File: src/common/mont_pkg.sv
/* word and operand sizes, index types, load and engine request structs,
   exponent controller phases */
package mont_pkg;

	localparam int word_width = 16; // bits per datapath word
	localparam int num_words = 4; // words per operand
	localparam int exp_bits = word_width * num_words; // exponent bits swept
	localparam int idx_width = $clog2(num_words); // word index width

	typedef logic [word_width-1:0] word_t;
	typedef logic [num_words-1:0][word_width-1:0] bignum_t; // word 0 least significant
	typedef logic [idx_width-1:0] idx_t; // word counter
	typedef logic [$clog2(exp_bits)-1:0] bit_idx_t; // exponent bit counter

	localparam idx_t last_idx = idx_t'(num_words - 1); // top word index
	localparam bit_idx_t last_bit = bit_idx_t'(exp_bits - 1); // exponent msb

	// one word of every operand, presented together per load cycle
	typedef struct packed {
		word_t m; // message
		word_t e; // exponent
		word_t n; // odd modulus
		word_t t; // r^2 mod n
	} load_word_t;

	// factors for one montgomery product a * b * r^-1 mod n
	typedef struct packed {
		bignum_t a;
		bignum_t b;
	} mont_req_t;

	typedef enum logic [2:0] {
		idle, // waiting for operands
		to_mont, // c_bar and m_bar into montgomery form
		bit_step, // one exponent bit per pass
		from_mont, // c_bar back out of montgomery form
		emit // hand result to the bank
	} exp_phase_t;

endpackage
File: src/verilog/mont_exp_top.sv
/* modular exponentiator top, operand bank plus two montgomery engines
   under the exponent controller */
`timescale 1ns/1ps

module mont_exp_top (
	input logic clk,
	input logic reset,
	input logic start, // one cycle pulse
	input mont_pkg::word_t n0_prime, // -n^-1 mod 2^w, sampled with start
	input mont_pkg::load_word_t load, // operand words, lsw first
	output logic busy,
	output logic res_valid,
	output mont_pkg::word_t res_word
);

	logic operands_ready; // all words captured
	mont_pkg::bignum_t m_val, e_val, n_val, t_val;
	mont_pkg::word_t n0p_val;
	logic result_ready; // final product strobe
	mont_pkg::bignum_t result;

	logic a_start, b_start;
	mont_pkg::mont_req_t a_req, b_req;
	logic a_done, b_done;
	mont_pkg::bignum_t a_product, b_product;

	operand_bank bank (
		.clk(clk), .reset(reset),
		.start(start), .n0_prime(n0_prime), .load(load),
		.operands_ready(operands_ready),
		.m_val(m_val), .e_val(e_val), .n_val(n_val), .t_val(t_val),
		.n0p_val(n0p_val),
		.result_ready(result_ready), .result(result),
		.busy(busy), .res_valid(res_valid), .res_word(res_word)
	);

	mont_mul mul_a ( // c_bar products
		.clk(clk), .reset(reset),
		.start(a_start), .req(a_req), .n(n_val), .n0_prime(n0p_val),
		.done(a_done), .product(a_product)
	);

	mont_mul mul_b ( // m_bar squarings
		.clk(clk), .reset(reset),
		.start(b_start), .req(b_req), .n(n_val), .n0_prime(n0p_val),
		.done(b_done), .product(b_product)
	);

	exp_ctrl ctrl (
		.clk(clk), .reset(reset),
		.operands_ready(operands_ready),
		.m_val(m_val), .e_val(e_val), .t_val(t_val),
		.a_start(a_start), .b_start(b_start),
		.a_req(a_req), .b_req(b_req),
		.a_done(a_done), .b_done(b_done),
		.a_product(a_product), .b_product(b_product),
		.result_ready(result_ready), .result(result)
	);

endmodule

File: src/verilog/exp_ctrl.sv
/* right-to-left exponent sequencer, mul_b squares m_bar every bit while
   mul_a folds m_bar into c_bar on set bits */
`timescale 1ns/1ps

module exp_ctrl (
	input logic clk,
	input logic reset,
	input logic operands_ready,
	input mont_pkg::bignum_t m_val,
	input mont_pkg::bignum_t e_val,
	input mont_pkg::bignum_t t_val,
	output logic a_start,
	output logic b_start,
	output mont_pkg::mont_req_t a_req,
	output mont_pkg::mont_req_t b_req,
	input logic a_done,
	input logic b_done,
	input mont_pkg::bignum_t a_product,
	input mont_pkg::bignum_t b_product,
	output logic result_ready, // one cycle in emit
	output mont_pkg::bignum_t result
);

	mont_pkg::exp_phase_t phase;
	mont_pkg::bit_idx_t bit_idx; // bit last issued
	mont_pkg::bit_idx_t nxt_idx;
	logic a_pend, b_pend; // engine result outstanding
	logic [mont_pkg::exp_bits-1:0] e_flat;
	mont_pkg::bignum_t c_bar, m_bar;
	logic clear; // both engines idle, results stored
	logic go_first, step_go, final_go, bit_go, e_bit;

	assign e_flat = e_val;
	assign clear = !a_pend && !b_pend;
	assign go_first = (phase == mont_pkg::idle) && operands_ready;
	assign step_go = clear && (phase == mont_pkg::to_mont || phase == mont_pkg::bit_step);
	assign final_go = step_go && (phase == mont_pkg::bit_step) && (bit_idx == mont_pkg::last_bit);
	assign bit_go = step_go && !final_go;
	assign nxt_idx = (phase == mont_pkg::to_mont) ? '0 : bit_idx + 1'b1;
	assign e_bit = e_flat[nxt_idx];
	assign result_ready = (phase == mont_pkg::emit);
	assign result = c_bar; // plain form after from_mont

	always_ff @(posedge clk or posedge reset) begin
		if (reset) begin
			phase <= mont_pkg::idle;
			bit_idx <= '0;
			a_pend <= 1'b0;
			b_pend <= 1'b0;
			a_start <= 1'b0;
			b_start <= 1'b0;
		end else begin
			a_start <= go_first || (bit_go && e_bit) || final_go;
			b_start <= go_first || bit_go;
			if (go_first || (bit_go && e_bit) || final_go)
				a_pend <= 1'b1;
			else if (a_done)
				a_pend <= 1'b0;
			if (go_first || bit_go)
				b_pend <= 1'b1;
			else if (b_done)
				b_pend <= 1'b0;
			if (bit_go)
				bit_idx <= nxt_idx;
			case (phase)
				mont_pkg::idle: if (go_first) phase <= mont_pkg::to_mont;
				mont_pkg::to_mont: if (clear) phase <= mont_pkg::bit_step;
				mont_pkg::bit_step: if (final_go) phase <= mont_pkg::from_mont;
				mont_pkg::from_mont: if (clear) phase <= mont_pkg::emit;
				default: phase <= mont_pkg::idle; // emit lasts one cycle
			endcase
		end
	end

	always_ff @(posedge clk) begin
		if (a_done)
			c_bar <= a_product;
		if (b_done)
			m_bar <= b_product;
		if (go_first) begin
			a_req.a <= mont_pkg::bignum_t'(1); // monpro(1, r^2) = r mod n
			a_req.b <= t_val;
			b_req.a <= m_val; // m * r mod n
			b_req.b <= t_val;
		end else if (bit_go) begin
			a_req.a <= c_bar;
			a_req.b <= m_bar;
			b_req.a <= m_bar; // square for next bit
			b_req.b <= m_bar;
		end else if (final_go) begin
			a_req.a <= c_bar;
			a_req.b <= mont_pkg::bignum_t'(1); // strip r factor
		end
	end

endmodule

File: src/verilog/operand_bank.sv
/* serial operand capture and serial result streaming */
`timescale 1ns/1ps

module operand_bank (
	input logic clk,
	input logic reset,
	input logic start,
	input mont_pkg::word_t n0_prime,
	input mont_pkg::load_word_t load,
	output logic operands_ready, // one cycle, after last load word
	output mont_pkg::bignum_t m_val,
	output mont_pkg::bignum_t e_val,
	output mont_pkg::bignum_t n_val,
	output mont_pkg::bignum_t t_val,
	output mont_pkg::word_t n0p_val,
	input logic result_ready,
	input mont_pkg::bignum_t result,
	output logic busy,
	output logic res_valid,
	output mont_pkg::word_t res_word
);

	logic accept; // start taken only when idle
	logic loading; // load words arriving
	mont_pkg::idx_t load_cnt;
	mont_pkg::idx_t emit_cnt; // index of word on res_word
	mont_pkg::bignum_t res_hold;

	assign accept = start && !busy;

	always_ff @(posedge clk or posedge reset) begin
		if (reset) begin
			busy <= 1'b0;
			loading <= 1'b0;
			load_cnt <= '0;
			operands_ready <= 1'b0;
			res_valid <= 1'b0;
			res_word <= '0;
			emit_cnt <= '0;
		end else begin
			operands_ready <= 1'b0;
			if (accept) begin
				busy <= 1'b1;
				loading <= 1'b1;
				load_cnt <= '0;
			end else if (loading) begin
				load_cnt <= load_cnt + 1'b1;
				if (load_cnt == mont_pkg::last_idx) begin // last word in this cycle
					loading <= 1'b0;
					operands_ready <= 1'b1;
				end
			end
			if (result_ready) begin
				res_valid <= 1'b1;
				res_word <= result[0]; // lsw straight through
				emit_cnt <= '0;
			end else if (res_valid) begin
				if (emit_cnt == mont_pkg::last_idx) begin
					res_valid <= 1'b0;
					res_word <= '0;
					busy <= 1'b0; // job over
				end else begin
					res_word <= res_hold[emit_cnt + 1'b1];
					emit_cnt <= emit_cnt + 1'b1;
				end
			end
		end
	end

	always_ff @(posedge clk) begin
		if (accept)
			n0p_val <= n0_prime;
		if (loading) begin // shift down, new word enters at top
			m_val <= {load.m, m_val[mont_pkg::num_words-1:1]};
			e_val <= {load.e, e_val[mont_pkg::num_words-1:1]};
			n_val <= {load.n, n_val[mont_pkg::num_words-1:1]};
			t_val <= {load.t, t_val[mont_pkg::num_words-1:1]};
		end
		if (result_ready)
			res_hold <= result;
	end

endmodule

File: src/mont_mul/mont_mul.sv
/* word-serial montgomery product a*b*r^-1 mod n, one registered
   multiply-add step every two cycles, no final subtraction */
`timescale 1ns/1ps

module mont_mul (
	input logic clk,
	input logic reset,
	input logic start, // samples req, n, n0_prime
	input mont_pkg::mont_req_t req,
	input mont_pkg::bignum_t n,
	input mont_pkg::word_t n0_prime,
	output logic done, // one cycle, product valid
	output mont_pkg::bignum_t product
);

	typedef enum logic [2:0] {
		s_mac, // v += a[i] * b
		s_fold, // carry into v[s], v[s+1]
		s_red, // reduction factor from v[0]
		s_sub, // v = (v + q * n) >> w
		s_top, // carry into v[s-1]
		s_hi // v[s] = v[s+1] + carry
	} step_t;

	step_t step;
	logic active;
	logic half; // 0 drive multiply-add, 1 sample it
	mont_pkg::idx_t i, j; // outer and inner word
	logic last_j, last_i;

	mont_pkg::bignum_t a_r, b_r, n_r;
	mont_pkg::word_t n0p_r;
	logic [mont_pkg::num_words+1:0][mont_pkg::word_width-1:0] v; // two spare top words
	mont_pkg::word_t carry;
	mont_pkg::word_t q; // reduction factor
	mont_pkg::word_t x_r, y_r, z_r, cin_r; // multiply-add inputs
	logic [2*mont_pkg::word_width-1:0] mac; // x*y + z + cin never overflows
	mont_pkg::word_t sum, cout;

	assign mac = {mont_pkg::word_t'(0), x_r} * {mont_pkg::word_t'(0), y_r}
		+ {mont_pkg::word_t'(0), z_r} + {mont_pkg::word_t'(0), cin_r};
	assign sum = mac[mont_pkg::word_width-1:0];
	assign cout = mac[2*mont_pkg::word_width-1:mont_pkg::word_width];
	assign last_j = (j == mont_pkg::last_idx);
	assign last_i = (i == mont_pkg::last_idx);

	always_ff @(posedge clk or posedge reset) begin
		if (reset) begin
			active <= 1'b0;
			step <= s_mac;
			half <= 1'b0;
			i <= '0;
			j <= '0;
			done <= 1'b0;
		end else begin
			done <= 1'b0;
			if (start) begin
				active <= 1'b1;
				step <= s_mac;
				half <= 1'b0;
				i <= '0;
				j <= '0;
			end else if (active) begin
				half <= ~half;
				if (half) begin // step completes this cycle
					case (step)
						s_mac: begin
							j <= last_j ? '0 : j + 1'b1;
							if (last_j)
								step <= s_fold;
						end
						s_fold: step <= s_red;
						s_red: step <= s_sub;
						s_sub: begin
							j <= last_j ? '0 : j + 1'b1;
							if (last_j)
								step <= s_top;
						end
						s_top: step <= s_hi;
						default: begin // s_hi, end of outer pass
							step <= s_mac;
							i <= i + 1'b1;
							if (last_i) begin
								active <= 1'b0;
								done <= 1'b1;
							end
						end
					endcase
				end
			end
		end
	end

	always_ff @(posedge clk) begin
		if (start) begin
			a_r <= req.a;
			b_r <= req.b;
			n_r <= n;
			n0p_r <= n0_prime;
			v <= '0;
		end else if (active && !half) begin // present operands
			case (step)
				s_mac: begin
					x_r <= a_r[i];
					y_r <= b_r[j];
					z_r <= v[j];
					cin_r <= (j == '0) ? '0 : carry; // fresh chain each pass
				end
				s_red: begin
					x_r <= v[0];
					y_r <= n0p_r;
					z_r <= '0;
					cin_r <= '0;
				end
				s_sub: begin
					x_r <= q;
					y_r <= n_r[j];
					z_r <= v[j];
					cin_r <= (j == '0) ? '0 : carry;
				end
				default: begin // carry folds, plain add
					x_r <= '0;
					y_r <= '0;
					z_r <= (step == s_hi) ? v[mont_pkg::num_words+1] : v[mont_pkg::num_words];
					cin_r <= carry;
				end
			endcase
		end else if (active) begin // collect sum and carry
			case (step)
				s_mac: begin
					v[j] <= sum;
					carry <= cout;
				end
				s_fold: begin
					v[mont_pkg::num_words] <= sum;
					v[mont_pkg::num_words+1] <= cout;
				end
				s_red: q <= sum; // low word only, mod 2^w
				s_sub: begin
					carry <= cout;
					if (j != '0) // word 0 is zero by construction, dropped
						v[j - 1'b1] <= sum;
				end
				s_top: begin
					v[mont_pkg::num_words-1] <= sum;
					carry <= cout;
				end
				default: begin
					v[mont_pkg::num_words] <= sum;
					if (last_i)
						product <= v[mont_pkg::num_words-1:0]; // low words already final
				end
			endcase
		end
	end

endmodule

File: config.mk
export PLATFORM = sky130hd
export DESIGN_NAME = mont_exp_top
export DESIGN_NICKNAME = d
export VERILOG_FILES = /design/src/common/mont_pkg.sv /design/src/verilog/mont_exp_top.sv /design/src/verilog/exp_ctrl.sv /design/src/verilog/operand_bank.sv /design/src/mont_mul/mont_mul.sv
export SDC_FILE = /design/constraint.sdc
export NUM_CORES = 2
export LEC_CHECK = 0
export BUFFER_PORTS_ARGS = -buffer_cell sky130_fd_sc_hd__buf_2
export CAP_MARGIN = 20
export CORE_UTILIZATION = 25
export DETAILED_ROUTE_END_ITERATION = 12
export GPL_TIMING_DRIVEN = 0
export PLACE_DENSITY_LB_ADDON = 0.1
export SLEW_MARGIN = 40
export SYNTH_ARGS = -nofsm -noshare
export SYNTH_HDL_FRONTEND = slang
export SYNTH_HIERARCHICAL = 1
export SYNTH_SLANG_ARGS = --single-unit
File: constraint.sdc
create_clock -name clk -period 12.65 [get_ports clk]
set_clock_uncertainty 0.1 [all_clocks]
set_input_delay 1.8975 -clock clk [delete_from_list [all_inputs] [get_ports clk]]
set_output_delay 1.8975 -clock clk [all_outputs]
set_load 0.1 [all_outputs]
Word-level counts from Yosys, hierarchy flattened
Index checks and enable logic that the tools add are counted.
- $mul: 2
- mux-type cells: 144
- equal/unequal tests: 34
- reduce and logical (&&, ||, !) cells: 82
- order comparisons: 14
- bitwise logic cells: 10
- $add $sub $neg: 13
- operator list (operator ; number):
    128-bit 2-to-1 mux ; 4
    16-bit one-hot mux with 3 select lines ; 10
    96-bit bitwise mux ; 4
    16-bit 2-to-1 mux ; 20
    16-bit binary-select mux with 2-bit select ; 9
    96-bit 2-to-1 mux ; 2
    48-bit one-hot mux with 2 select lines ; 2
    32-bit by 16-bit adder with 32-bit output ; 4
    16-bit demux with 2-bit select ; 4
    16-bit one-hot mux with 2 select lines ; 4
    16-bit by 16-bit multiplier with 32-bit output ; 2
    64-bit 2-to-1 mux ; 1
    4-bit AND reduction ; 15
    2-bit 2-to-1 mux ; 23
    1-bit 2-to-1 mux ; 42
    3-bit 2-to-1 mux ; 14
    2-bit nonzero test ; 16
    3-bit one-hot mux with 5 select lines ; 2
    3-bit by 2-bit equality test with 1-bit output (second input constant) ; 6
    2-bit by 1-bit inequality test with 1-bit output (second input constant) ; 9
    2-bit by 4-bit less-than comparator with 1-bit output (second input constant) ; 4
    3-bit equality test (second input constant) ; 5
    2-bit by 3-bit less-than comparator with 1-bit output (second input constant) ; 5
    3-bit nonzero test ; 5
    24 further kinds ; 87
- bits in registers: 1705
- input bits: 83
- logic and storage cells: 427
- output and inout port bits: 18

Logic depth before layout (Yosys ltp)
- depth in word-level cells: 11
- depth in mapped cells: 23
- depth with buffers taken out: 21

Cells and area by module
The synthesis kept the hierarchy.
- modules (own cells, without submodules) (module ; cells each ; area an instance (um2) ; times used ; sequential area each (um2)):
    mont_mul at mul_b ; 2286 ; 27893.0 ; 1 ; 13222.7
    mont_mul at mul_a ; 2266 ; 27884.2 ; 1 ; 13222.7
    exp_ctrl ; 1253 ; 15102.0 ; 1 ; 11215.8
    operand_bank ; 447 ; 11576.1 ; 1 ; 10690.3

Worst setup path before layout
No wires, ideal clock.
- path kind: flip-flop to flip-flop
- start: register ctrl.b_start
- end: register mul_b/product[0] in the netlist's numbering, enable pin
- stages on the path, launching flop included: 4
- clock period less this slack: 9.040 ns
- library setup time: 0.578 ns
- arrival time: 8.362 ns
- slack: 3.610 ns
- required time: 11.972 ns
- path buffers: 2
- path through: dfrtp_1 clkbuf_1 clkbuf_1 nor3b_1
- word-level cells in the longest chain between the ends: 2
- RTL lines (what ; line ; text):
    start: declaration ; exp_ctrl.sv:13 ; output logic b_start,
    start signal: assignment ; exp_ctrl.sv:54 ; b_start <= go_first || bit_go;
    1-bit NOT (no source line) ; -- ;
    5-bit AND reduction (no source line) ; -- ;
    end signal: assignment ; mont_mul.sv:151 ; product <= v[mont_pkg::num_words-1:0];
    end: declaration ; mont_mul.sv:13 ; output mont_pkg::bignum_t product
No other way between the ends.
A chain may end at the register's enable or synchronous reset.

Worst setup path in the final report
- start: register mul_b.y_r[7]
- end: register mul_b.carry[15] (data pin)
- word-level cells in the longest chain between the ends: 3
- RTL lines (what ; line ; text):
    start: declaration ; mont_mul.sv:36 ; mont_pkg::word_t x_r, y_r, z_r, cin_r;
    start signal: assignment ; mont_mul.sv:105 ; y_r <= b_r[j];
    start signal: assignment ; mont_mul.sv:111 ; y_r <= n0p_r;
    start signal: assignment ; mont_mul.sv:117 ; y_r <= n_r[j];
    16-bit by 16-bit multiplier with 32-bit output ; mont_mul.sv:40 ; assign mac = {mont_pkg::word_t'(0), x_r} * {mont_pkg::word_t'(0), y_r}
    32-bit by 16-bit adder with 32-bit output (2 in a row) ; mont_mul.sv:41 ; + {mont_pkg::word_t'(0), z_r} + {mont_pkg::word_t'(0), cin_r};
    via mul_b.mac (one bit) ; mont_mul.sv:37 ; logic [2*mont_pkg::word_width-1:0] mac;
    end signal: assignment ; mont_mul.sv:132 ; carry <= cout;
    end signal: assignment ; mont_mul.sv:140 ; carry <= cout;
    end signal: assignment ; mont_mul.sv:146 ; carry <= cout;
    end: declaration ; mont_mul.sv:34 ; mont_pkg::word_t carry;
The timed path passes the listed nets, and every way through them passes these cells.

==> impl_results.rst <==
.. list-table::
   :header-rows: 1

   * - Metric
     - Value
   * - Number of post-CTS setup repair buffers
     - 0
   * - Vias in the first global route
     - 51680
   * - Number of nets in the layout
     - between 7000 and 8000
   * - Buffer type at the clock tree root
     - sky130_fd_sc_hd__clkbuf_16
   * - Post-detailed-placement cell area
     - between 80000 and 90000 µm²
   * - Count of distinct cell types in the synthesized netlist
     - about 100
   * - Final std cells w/o fill
     - between 10000 and 15000
   * - Fraction of synthesis flops using an asynchronous set or reset pin
     - ~3.3%
   * - Slew of the pin with the lowest slew margin
     - between 0.8 and 0.9 ns
   * - Maximum number of pins on one net before global-route repair
     - 41
   * - Path type of the worst min-delay path
     - reg -> reg
   * - Die Wd
     - slightly below 600 µm
   * - Highest net fanout along the worst path
     - 10
   * - Mean routed wirelength per cell
     - between 20 and 25 µm
   * - Pins Over Slew Limit
     - 0
   * - Post-cts hold buffer count
     - 0
   * - Worst flop-to-flop path startpoint
     - mul_b/y_r[7]
   * - Endpoint required time on the critical path
     - 13.17 ns
   * - Share of layout cells above drive strength 1
     - roughly an eighth
   * - Flip-flop cell with the highest count after synthesis
     - sky130_fd_sc_hd__edfxtp_1
   * - Number of top-level pins
     - 101
   * - Highest attainable clock frequency
     - 0.133 GHz
   * - Average instance area after synthesis
     - 13.2 µm²
   * - CTS Buffer Depth
     - 4
   * - Total Routing Usage GR
     - roughly 16%
   * - Clock tree from TritonCTS
     - built
   * - Post-synth net total
     - ~7000
   * - H-Tree Depth
     - 4
   * - Via density per instance
     - roughly 4.4
   * - Data arrival, critical path
     - approximately 8 ns
   * - Critical path cell sequence
     - clkbuf_1, nand2_1, fa_1, inv_1, fa_1, inv_1, fa_1, inv_1, fa_1, fa_1, inv_1, fa_1, inv_1, ha_1, inv_1, nor4_1, nand2_1, a21oi_1, o221ai_1, nor4b_1, a311oi_1
   * - HPWL after detailed placement
     - 209000 µm
   * - Status
     - completed
   * - Routed WL
     - around 270000 µm
   * - First-pass detailed-route iteration total
     - 5
   * - Number of standard cells after synthesis
     - ~6300
   * - Post-synth design cell area
     - just over 80000 µm²
   * - Capturing element type of the critical path
     - flip-flop
   * - Sequential share of the synthesized area
     - 58.6%
   * - Core area
     - around 330000 µm²
   * - Clock network latency to the later pin of the worst-skew pair
     - around 0.86 ns
   * - Antenna violations before repair
     - 32
   * - Wire length of the first global-routing pass
     - roughly 390000 µm
   * - Fraction of met3 tracks used by global routing
     - about 1.7%
   * - Critical Path Start
     - mul_b/y_r[7]
   * - Met1 usage in global routing
     - between 20% and 30%
   * - Setup_tns
     - 0 ns
   * - Antenna Nets Post-Route
     - 0
   * - Initial core utilization
     - 25.2%
   * - Die area
     - around 330000 µm²
   * - GRT Max-Usage Layer
     - met2
   * - Final Cell Area
     - about 96000 µm²
   * - Final number of setup-violating endpoints
     - 0
   * - Syn-to-layout area delta
     - 16.4%
   * - Residual DRC count
     - 0
   * - Setup repair after global routing missed its margin
     - false
   * - Path type of the worst setup path
     - reg -> reg
   * - Yosys warns
     - 6
   * - Cell type contributing the most total cell area after synthesis
     - sky130_fd_sc_hd__edfxtp_1
   * - Count of buffers from port buffering
     - 100
   * - Height of the die
     - between 500 and 600 µm
   * - Number of violations reported at the end of detailed-routing iteration 0
     - between 3000 and 4000
   * - Post-Place Cells
     - 10801
   * - Total buffers and inverters traversed by the critical path
     - 7
   * - Resized cells post-CTS
     - 0
   * - Post-synthesis sequential element count
     - about 1700
   * - Top Family by Delay on Critical Path
     - adder cells
   * - Largest stage delay on the critical path
     - approximately 0.64 ns
   * - Gp weighted congestion
     - approximately 0.84
   * - Fin. Hold Viols
     - 0
   * - Main area contributors after synthesis
     - sky130_fd_sc_hd__edfxtp_1, sky130_fd_sc_hd__fa_1, sky130_fd_sc_hd__dfxtp_1
   * - Clk pin slew, worst setup/hold paths
     - around 0.06 ns
   * - Max-Slew Margin vs Limit
     - 40.9%
   * - Via total after detailed routing
     - just under 50000
   * - Master of the slowest instance on the critical path
     - sky130_fd_sc_hd__edfxtp_1
   * - Floorplan row count
     - 210
   * - Hold Path Origin
     - ctrl/b_req[107]
   * - Leading cell types by count after synthesis
     - sky130_fd_sc_hd__edfxtp_1, sky130_fd_sc_hd__nand2_1, sky130_fd_sc_hd__inv_1
   * - Synth top area share
     - 50.7%
   * - Clock Sinks
     - roughly 1700
   * - Total clock buffers created by CTS
     - roughly 200
   * - Max-cap violations
     - 0
   * - Crit start category
     - flip-flop
   * - M2 GR Usage
     - ~28%
   * - Share of the cycle needed by the critical path after routing
     - approximately three fifths
   * - Min Tclk post-route
     - 7.52 ns
   * - Post-synth EDFFs
     - between 1000 and 1500
   * - Aggregate global routing overflow
     - 0
   * - Count leader, synth
     - sky130_fd_sc_hd__edfxtp_1
## cells by family after synthesis
logic type	synth area share, %
AO/OA/AOI/OAI	5.18
XOR/XNOR	0.701
adder cells (fa/ha/maj)	14.4
buffers and inverters	4.41
flip-flops	58.6
multiplexers	6.56
AND/OR/NAND/NOR	10.1
## registers in the layout, indices dropped and copies added (netlist names), 96 cells and up
name / flops
mul_b/v: 96
mul_a/v: 96
ctrl/a_req: 128
ctrl/b_req: 128
## through the flow
stage	hold slack, ns	utilization [%]	setup slack (ns)
2_1_floorplan	0.300	-	3.61
3_3_place_gp	0.301	27.0	-2.72
5_1_grt	0.263	29.3	4.71
3_5_place_dp	0.305	27.4	5.01
6_report	0.268	29.3	5.13
4_1_cts	0.262	29.3	4.98
## per-layer routing
| layer | vias to the layer above | part of all wire (%) |
|---|---|---|
| met4 | 0 | 2.5 |
| met1 | 25599 | 46 |
| li1 | 22417 | - |
| met5 | - | 0 |
| met2 | 1067 | 48 |
| met3 | 303 | 3.5 |
## layout by cell type, fill, tap and decap left out, types with 27 or more instances in the layout
cell type                   count
sky130_fd_sc_hd__nand3_1       31
sky130_fd_sc_hd__a22oi_1       45
sky130_fd_sc_hd__nor2_1       310
sky130_fd_sc_hd__a21o_1        38
sky130_fd_sc_hd__xnor2_1       27
sky130_fd_sc_hd__buf_4         37
sky130_fd_sc_hd__mux2i_1      196
sky130_fd_sc_hd__o21ai_0       62
sky130_fd_sc_hd__clkbuf_1     219
sky130_fd_sc_hd__buf_2        200
sky130_fd_sc_hd__a21oi_1      271
sky130_fd_sc_hd__inv_1        628
sky130_fd_sc_hd__clkbuf_2      50
sky130_fd_sc_hd__ha_1         226
sky130_fd_sc_hd__dfxtp_1      256
sky130_fd_sc_hd__a22o_1        37
sky130_fd_sc_hd__edfxtp_1    1392
sky130_fd_sc_hd__buf_12        31
sky130_fd_sc_hd__and2_1       316
sky130_fd_sc_hd__nand2_1     1043
sky130_fd_sc_hd__clkbuf_16    200
sky130_fd_sc_hd__clkinv_1      43
sky130_fd_sc_hd__o221ai_1      32
sky130_fd_sc_hd__dfrtp_1       52
sky130_fd_sc_hd__fa_1         452
sky130_fd_sc_hd__mux4_2       137
## worst paths after layout
kind | slack, ns | end | cells past startpoint
max in group asynchronous | 10.58 | bank/loading | 2
setup reg to reg | 5.13 | mul_b/carry[15] | 21
hold reg to reg | 0.27 | mul_b/a_r[43] | 0
hold / removal | 0.27 | mul_b/a_r[43] | 0
setup / recovery | 5.13 | mul_b/carry[15] | 21
min in group asynchronous | 1.18 | mul_b/i[1] | 2
## layout make-up
class | count | area (µm²)
Sequential cell | 1705 | 48400
Antenna cell | 5 | 12.5
Inverter | 630 | 2360
Multi-Input combinational cell | 3607 | 30700
Buffer | 310 | 1350
Clock buffer | 256 | 5310
Timing Repair Buffer | 203 | 1610
Fill cell | 33368 | 232000
Tap cell | 4346 | 5440
Clock inverter | 95 | 852
Power is left out: the tool's default activity adds up to more than one toggle a clock period on the data nets, which glitch-free logic cannot reach.
